<file path="src/dcache_settings.svh">
/*
 dcache geometry
 widths of address, data, tag, index and byte mask for the
 two-way data cache, plus the number of sets per way
*/
`ifndef DCACHE_SETTINGS_SVH
`define DCACHE_SETTINGS_SVH

// core and memory word
`define DC_ADDR_W 64
`define DC_DATA_W 64

// tag is addr[63:9], index is addr[8:3]
`define DC_TAG_W  55
`define DC_IDX_W  6

// one enable per data byte
`define DC_MASK_W 8

// entries in each way
`define DC_SETS   64

`endif

</file>
<file path="src/dcache_pkg.sv">
/*
 dcache types
 address view shared by the ways and the controller, and the
 controller state encoding
*/
`include "dcache_settings.svh"

package dcache_pkg;

    typedef struct packed {
        logic [`DC_TAG_W-1:0]                       tag;
        logic [`DC_IDX_W-1:0]                       index;
        logic [`DC_ADDR_W-`DC_TAG_W-`DC_IDX_W-1:0]  offset;
    } dcache_addr_fields_t;

    // same 64 bits, seen raw or split into fields
    typedef union packed {
        logic [`DC_ADDR_W-1:0] word;
        dcache_addr_fields_t   f;
    } dcache_addr_t;

    typedef enum logic [2:0] {
        IDLE   = 3'd0,
        LOOKUP = 3'd1,
        WBACK  = 3'd2,
        FILL   = 3'd3,
        DONE   = 3'd4
    } dc_state_t;

endpackage

</file>
<file path="src/dcache_ctrl.sv">
/*
 dcache controller
 one FSM for loads and stores: lookup, write-back of a dirty
 victim, line fill from memory, per-set LRU bit, core done pulse
*/
`timescale 1ns/1ps
`include "dcache_settings.svh"

module dcache_ctrl import dcache_pkg::*; (
    input  logic                  clk,
    input  logic                  rst,
    input  logic                  rd_i,
    input  logic                  wr_i,
    input  dcache_addr_t          addr_i,
    input  logic [`DC_DATA_W-1:0] wdata_i,
    input  logic [`DC_MASK_W-1:0] wmask_i,
    output logic [`DC_DATA_W-1:0] rdata_o,
    output logic                  done_o,
    input  logic                  mem_ok_i,
    input  logic [`DC_DATA_W-1:0] mem_rdata_i,
    output logic                  mem_rd_o,
    output logic                  mem_wr_o,
    output logic [`DC_ADDR_W-1:0] mem_addr_o,
    output logic [`DC_DATA_W-1:0] mem_wdata_o,
    input  logic                  hit0_i,
    input  logic                  hit1_i,
    input  logic                  valid0_i,
    input  logic                  valid1_i,
    input  logic                  dirty0_i,
    input  logic                  dirty1_i,
    input  logic [`DC_TAG_W-1:0]  tag0_i,
    input  logic [`DC_TAG_W-1:0]  tag1_i,
    input  logic [`DC_DATA_W-1:0] rdata0_i,
    input  logic [`DC_DATA_W-1:0] rdata1_i,
    output logic                  wr_en0_o,
    output logic                  wr_en1_o,
    output logic                  fill0_o,
    output logic                  fill1_o,
    output logic [`DC_MASK_W-1:0] wmask_o,
    output logic [`DC_DATA_W-1:0] wdata_o,
    output logic                  set_dirty_o
);

    dc_state_t             state_q;
    dc_state_t             state_d;
    logic [`DC_SETS-1:0]   lru_q;
    logic [`DC_DATA_W-1:0] rdata_q;
    logic [`DC_IDX_W-1:0]  idx;
    logic                  hit;
    logic                  hit_way;
    logic                  victim;
    logic                  victim_dirty;
    logic [`DC_TAG_W-1:0]  victim_tag;
    logic [`DC_DATA_W-1:0] fill_data;
    logic                  touch;
    logic                  touch_way;
    dcache_addr_t          wb_addr;
    dcache_addr_t          fill_addr;

    function automatic logic [`DC_DATA_W-1:0] merge_bytes(
        input logic [`DC_DATA_W-1:0] base,
        input logic [`DC_DATA_W-1:0] upd,
        input logic [`DC_MASK_W-1:0] mask
    );
        logic [`DC_DATA_W-1:0] res;
        res = base;
        for (int b = 0; b < `DC_MASK_W; b++) begin
            if (mask[b]) begin
                res[8*b +: 8] = upd[8*b +: 8];
            end
        end
        return res;
    endfunction

    assign idx     = addr_i.f.index;
    assign hit     = hit0_i | hit1_i;
    assign hit_way = ~hit0_i;

    // invalid way first, way 0 before way 1, then the LRU way
    assign victim       = !valid0_i ? 1'b0 : (!valid1_i ? 1'b1 : lru_q[idx]);
    assign victim_dirty = victim ? (valid1_i & dirty1_i) : (valid0_i & dirty0_i);
    assign victim_tag   = victim ? tag1_i : tag0_i;

    // memory word with the store bytes laid over it
    assign fill_data = wr_i ? merge_bytes(mem_rdata_i, wdata_i, wmask_i) : mem_rdata_i;

    always_comb begin
        wb_addr          = addr_i;
        wb_addr.f.tag    = victim_tag;
        wb_addr.f.offset = '0;
        fill_addr          = addr_i;
        fill_addr.f.offset = '0;
    end

    // strobes are plain levels decoded from the state
    assign mem_rd_o    = (state_q == FILL);
    assign mem_wr_o    = (state_q == WBACK);
    assign mem_addr_o  = mem_wr_o ? wb_addr.word : fill_addr.word;
    assign mem_wdata_o = victim ? rdata1_i : rdata0_i;
    assign done_o      = (state_q == DONE);
    assign rdata_o     = rdata_q;

    always_comb begin
        state_d     = state_q;
        wr_en0_o    = 1'b0;
        wr_en1_o    = 1'b0;
        fill0_o     = 1'b0;
        fill1_o     = 1'b0;
        wmask_o     = wmask_i;
        wdata_o     = wdata_i;
        set_dirty_o = wr_i;
        touch       = 1'b0;
        touch_way   = hit_way;
        case (state_q)
            IDLE: begin
                if (rd_i || wr_i) begin
                    state_d = LOOKUP;
                end
            end
            LOOKUP: begin
                if (hit) begin
                    touch    = 1'b1;
                    wr_en0_o = wr_i & ~hit_way;
                    wr_en1_o = wr_i & hit_way;
                    state_d  = DONE;
                end else if (victim_dirty) begin
                    state_d = WBACK;
                end else begin
                    state_d = FILL;
                end
            end
            WBACK: begin
                if (mem_ok_i) begin
                    state_d = FILL;
                end
            end
            FILL: begin
                if (mem_ok_i) begin
                    touch     = 1'b1;
                    touch_way = victim;
                    wr_en0_o  = ~victim;
                    fill0_o   = ~victim;
                    wr_en1_o  = victim;
                    fill1_o   = victim;
                    wmask_o   = '1;
                    wdata_o   = fill_data;
                    state_d   = DONE;
                end
            end
            DONE: state_d = IDLE;
            default: state_d = IDLE;
        endcase
    end

    always_ff @(posedge clk or negedge rst) begin
        if (!rst) begin
            state_q <= IDLE;
            lru_q   <= '0;
        end else begin
            state_q <= state_d;
            // lru names the way to evict next
            if (touch) begin
                lru_q[idx] <= ~touch_way;
            end
        end
    end

    always_ff @(posedge clk) begin
        if (state_q == LOOKUP && hit) begin
            rdata_q <= hit_way ? rdata1_i : rdata0_i;
        end else if (state_q == FILL && mem_ok_i) begin
            rdata_q <= fill_data;
        end
    end

endmodule

</file>
<file path="config.mk">
export PLATFORM = sky130hd
export DESIGN_NAME = dcache_ctrl
export DESIGN_NICKNAME = d
export VERILOG_FILES = /design/src/dcache_pkg.sv /design/src/dcache_ctrl.sv
export VERILOG_INCLUDE_DIRS = /design/src
export SDC_FILE = /design/constraint.sdc
export NUM_CORES = 1
export LEC_CHECK = 0
export BUFFER_PORTS_ARGS = -buffer_cell sky130_fd_sc_hd__buf_2
export CORE_AREA = 2 2 278 280
export CTS_BUF_LIST = sky130_fd_sc_hd__clkbuf_8
export DETAILED_ROUTE_END_ITERATION = 10
export DIE_AREA = 0 0 280 282
export SLEW_MARGIN = 10
export SYNTH_ARGS = -nofsm -noshare
export SYNTH_HDL_FRONTEND = slang
export SYNTH_SLANG_ARGS = --single-unit
</file>
<file path="constraint.sdc">
create_clock -name clk -period 3.55 [get_ports clk]
set_clock_uncertainty 0.05 [all_clocks]
set_input_delay 0.1775 -clock clk [delete_from_list [all_inputs] [get_ports clk]]
set_output_delay 0.1775 -clock clk [all_outputs]
set_load 0.01 [all_outputs]
</file>
======== Word level (Yosys, flattened, before mapping) ========
Cells that the tools add are included.
storage, ports and cells
  register bits after elaboration ......... 131
cells by class
  reductions and logical operators ........ 7
  equal/unequal tests ..................... 7
  $lt $le $gt $ge ......................... 2
  bitwise logic cells ..................... 8
  mux-type cells .......................... 46
operators with widths
  cell                                                               number
  2-to-1 mux 64 bit                                                  8
  2-to-1 mux 8 bit                                                   10
  bitwise mux 64 bit                                                 1
  2-to-1 mux 55 bit                                                  1
  2-to-1 mux 1 bit                                                   16
  2-to-1 mux 3 bit                                                   4
  one-hot mux 3 bit (4 select lines)                                 1
  less-than comparator 6 x 7 -> 1 bit, second input constant         1
  binary-select mux 1 bit (select 6 bit)                             1
  demux 1 bit (select 6 bit)                                         1
  == test 3 x 2 -> 1 bit, second input constant                      2
  greater-or-equal comparator 6 x 1 -> 1 bit, second input constant  1
  != test 2 bit, second input constant                               3
  one-hot mux 1 bit (2 select lines)                                 3
  AND 1 bit                                                          4
  == test 3 x 1 -> 1 bit, second input constant                      1
  == test 3 bit, second input constant                               1
  logical AND 1 bit                                                  3
  zero test 3 bit                                                    1
  NOT 1 bit                                                          3
  AND reduction 3 bit                                                1
  nonzero test 2 bit                                                 1
  logical OR 1 bit                                                   1
  bitwise OR 1 bit                                                   1

======== Longest topological paths before layout ========
  word-level depth ........................ 8
  gate-level depth with buffers ........... 11

======== Worst setup path after synthesis ========
No wires, ideal clock.
  kind .................................... reg2reg
  start point ............................. register state_q[0]
  end point ............................... register lru_q[52]
  clock period less this slack ............ 3534 ps
  data arrival time ....................... 3351 ps
  required time ........................... 3366 ps
  stages on the path, launching flop included .. 9
  setup slack ............................. 16 ps
  buffers on the path ..................... 2
  cells stage by stage .................... dfrtp_1 -> clkbuf_1 -> nor3b_1 -> o21ai_1 -> nand2_1 -> nand3_1 -> clkbuf_1 -> o21ai_0 -> o21ai_0
between the ends
  word-level cells in the longest chain between the ends .. 4
ends and longest elaborated chain
  what                           line                RTL
  start, declared                dcache_ctrl.sv:44   dc_state_t state_q;
  start signal, assigned         dcache_ctrl.sv:160  state_q <= state_d;
  == test 3 x 2 -> 1 bit         dcache_ctrl.sv:114  case (state_q)
  2-to-1 mux 1 bit               dcache_ctrl.sv:114
  NOT 1 bit                      dcache_ctrl.sv:163  lru_q[idx] <= ~touch_way;
  bitwise mux 64 bit             dcache_ctrl.sv:163
  end signal, assigned by index  dcache_ctrl.sv:163
  end, declared                  dcache_ctrl.sv:46   logic [`DC_SETS-1:0] lru_q;
Several ways; a longest one is shown, not always the timed one.
A chain may end at the register's enable or synchronous reset.

======== Worst setup path in the final report ========
  start point ............................. register lru_q[58]
  end point ............................... output mem_wdata_o[43]
between the ends
  word-level cells in the longest chain between the ends .. 5
ends and longest elaborated chain
  what                                    line               RTL
  binary-select mux 1 bit (select 6 bit)  dcache_ctrl.sv:80  assign victim = !valid0_i ? 1'b0 : (!valid1_i ? 1'b1 : lru_q[idx]);
  2-to-1 mux 1 bit (implied by the code)  dcache_ctrl.sv:80
  2-to-1 mux 1 bit (2 in a row)           dcache_ctrl.sv:80
  2-to-1 mux 64 bit                       dcache_ctrl.sv:99  assign mem_wdata_o = victim ? rdata1_i : rdata0_i;
  end, declared                           dcache_ctrl.sv:24  output logic [`DC_DATA_W-1:0] mem_wdata_o,
Every way passes these cells. The select of a mux whose other input is x is not followed.

==> metrics.txt <==
CTS Buf Count=17; GR Layer Usage met2=23.4%; H-tree levels=4; fin area=approximately 0.019 mm^2; via count=14300; effective utilization at floorplan=15.2%; fillers=8177; CTS Sinks=131; die boundary width=between 200 and 300 um; Syn Inst Count=~1400; M3 GR Usage=under 10%; Final GP Congestion=roughly 0.95; max_slew headroom=around 45%; Clock Latency Late Sink=approximately 0.53 ns; ANT nets after route=0; largest cells by area after synthesis=edfxtp_1, dfrtp_1, mux2_2; TritonCTS clock tree=done; Hold Violations, Final=0; Rows=between 100 and 150; Post-synth EDFFs=64; die area=a little under 0.08 mm^2; 1st-pass router iterations=5; violated checks=negative setup slack; critical path class=reg -> out; Tmin final=around 3.6 ns; clock-pin slew on the worst setup and hold paths=~0.10 ns; Post-Syn Area=around 0.011 mm^2; routed length per instance=between 20 and 25 um; Vias/cell=4.48; reg-to-reg slack, setup=around 0.21 ns; RSZ-0062 raised after global routing=yes; layout cells sized above 1=between 40% and 50%; Async S/R FF share, synth=51.1%; # setup viols final=49; Fin Setup TNS=-1.52 ns; outcome=complete, but fails checks; Max-cap violations=0; worst hold path class=in -> reg; top cell type's share of synthesized area=~17%; vias in the first global route=approximately 13000; final worst setup slack=-0.0830 ns; area of the multi-input gates=0.00775 mm^2; Post-DP HPWL=between 40000 and 50000 um; worst path required time=approximately 3.3 ns; Detailed Route WL=66100 um; I/O pins=721; PortBufs=between 700 and 800; antenna violations before repair=11; crit-path max FO=8; Worst Setup Start Kind=flip-flop; PD cells=approximately 440 mW/mm^2; Pleak=just under 9 nW; # DRC=0; CTS max path bufs=2; GR met1 Demand/Resource=20.0%; Post-synth top cells=o21ai_0, nand2_1, nor2b_1; Slew Viols, Final=0; Worst-Margin Slew=a little over 0.8 ns; Root Driver=clkbuf_8; #FFs+latches synth=approximately 130; total track usage=between 15 and 20%; placeable core area=0.0757 mm^2; register area=about 0.0036 mm^2; area leader, netlist=edfxtp_1; Area after DPL=between 0.015 and 0.02 mm^2; Nets=approximately 2600; yosys warns=0; gr ovfl total=0; layer with the highest usage=met2; count leader, synth=o21ai_0; Distinct cells, synth=55; Die Ht=approximately 280 um; drt initial violations=898; Tcrit/Tclk final=102%; first-pass GRT wire length=88900 um; Crit. End Element=output pin; Seq/Total Area, Yosys=approximately 31%; largest net degree at the start of global routing=about 110; commonest register cell after synthesis=dfrtp_1; synthesized area per cell=between 8 and 9 um^2; Peak Freq=275 MHz; maximum vdd drop=between 0.3 and 0.4 mV; critical path arrival=3.41 ns; Syn-to-layout area delta=68.1%
registers in the layout, indices dropped and copies added, names as in the netlist:
signal,count
state_q,3
lru_q,64
rdata_o,64
final cells by class:
class                      instances  area share (%)
antenna                            6          0.0777
clock inverter                    15           0.635
tap                              978            6.33
sequential                       131            18.6
clock buffer                      17            1.21
inverter                          10           0.194
multi-input combinational       1096            40.1
timing repair buffer             929            32.8
worst paths after layout:
path	start	end	cells after the start
worst max-delay path	lru_q[58]	mem_wdata_o[43]	11
worst min-delay path	hit0_i	state_q[2]	3
worst max register to register	lru_q[58]	state_q[0]	11
worst min register to register	lru_q[4]	lru_q[4]	2
max in group asynchronous	rst	lru_q[24]	3
min in group asynchronous	rst	lru_q[1]	3
report_power, final:
| part | switching, W | total, W | internal (W) |
|---|---|---|---|
| clock | 0.000768 | 0.00127 | 0.000501 |
| sequential | 0.000201 | 0.00243 | 0.00223 |
| combinational | 0.00269 | 0.00480 | 0.00211 |
cell usage in the layout, fill, tap and decap left out, drive strengths merged, types with 2 or more instances in the layout:
cell           n
o21ai        186
nand2        139
o2111ai        3
nand3b         3
mux2         149
dfrtp         67
mux2i         82
clkinv         6
nor2b        124
conb           3
dlygate4sd3  154
nand2b         6
nor2         106
diode          6
and2           3
nor3           2
o211ai         9
a21oi        107
a31o           2
o31ai         56
o22ai          4
or2           11
edfxtp        64
nand3          9
buf          771
mux4           4
inv           19
clkbuf        21
a211oi        65
nor3b          3
metal layers:
metal  wire length, um  part of all wire (%)  up-vias
li1                  -                     -     6605
met1             28300                    43     6853
met2             29500                    45      684
met3              5840                   8.8      121
met4              2370                   3.6        6
met5                35                 0.053        -
cells by family (layout without fill, tap and decap cells):
family	Yosys count	after routing	synth area share, %
buffers and inverters	134	971	5.38
other	1	9	0.0326
XOR/XNOR	1	1	0.0762
AND/OR/NAND/NOR	413	413	17.2
multiplexers	235	235	22.5
AO/OA/AOI/OAI	444	444	23.5
flip-flops	131	131	31.3
worst max-delay path: stages, from the launching register on:
cell	delay, ns
dfrtp_1	0.39
mux2_4	0.27
a221o_1	0.32
a222oi_1	0.24
buf_4	0.19
o21ai_4	0.07
o41ai_4	0.34
buf_6	0.17
buf_16	0.20
buf_12	0.18
mux2_4	0.33
buf_6	0.13
repair_timing:
item / 4_1_cts / 5_1_grt
endpoints found under the setup margin: 81 / 119
cloned: 6 / 4
buffers inserted: 5 / 4
endpoints found under the hold margin: 126 / 0
pin swaps: 5 / 7
hold buffers: 154 / 0
resized for setup: 94 / 85
metrics by stage:
step	hold slack [ns]	power [W]	utilization, %	cells	worst slack, ns
floorplan	-0.168	0.00455	-	1361	0.0156
global placement	0.156	0.00635	21.4	2972	0.232
detailed placement	0.158	0.00638	21.4	2972	0.247
CTS	0.00133	0.00836	24.8	3169	-0.182
global route	0.0634	0.00903	25.5	3179	-0.253
finish	0.0799	0.00850	25.5	3182	-0.0830
Note: power is estimated with default switching activity, not from simulation.
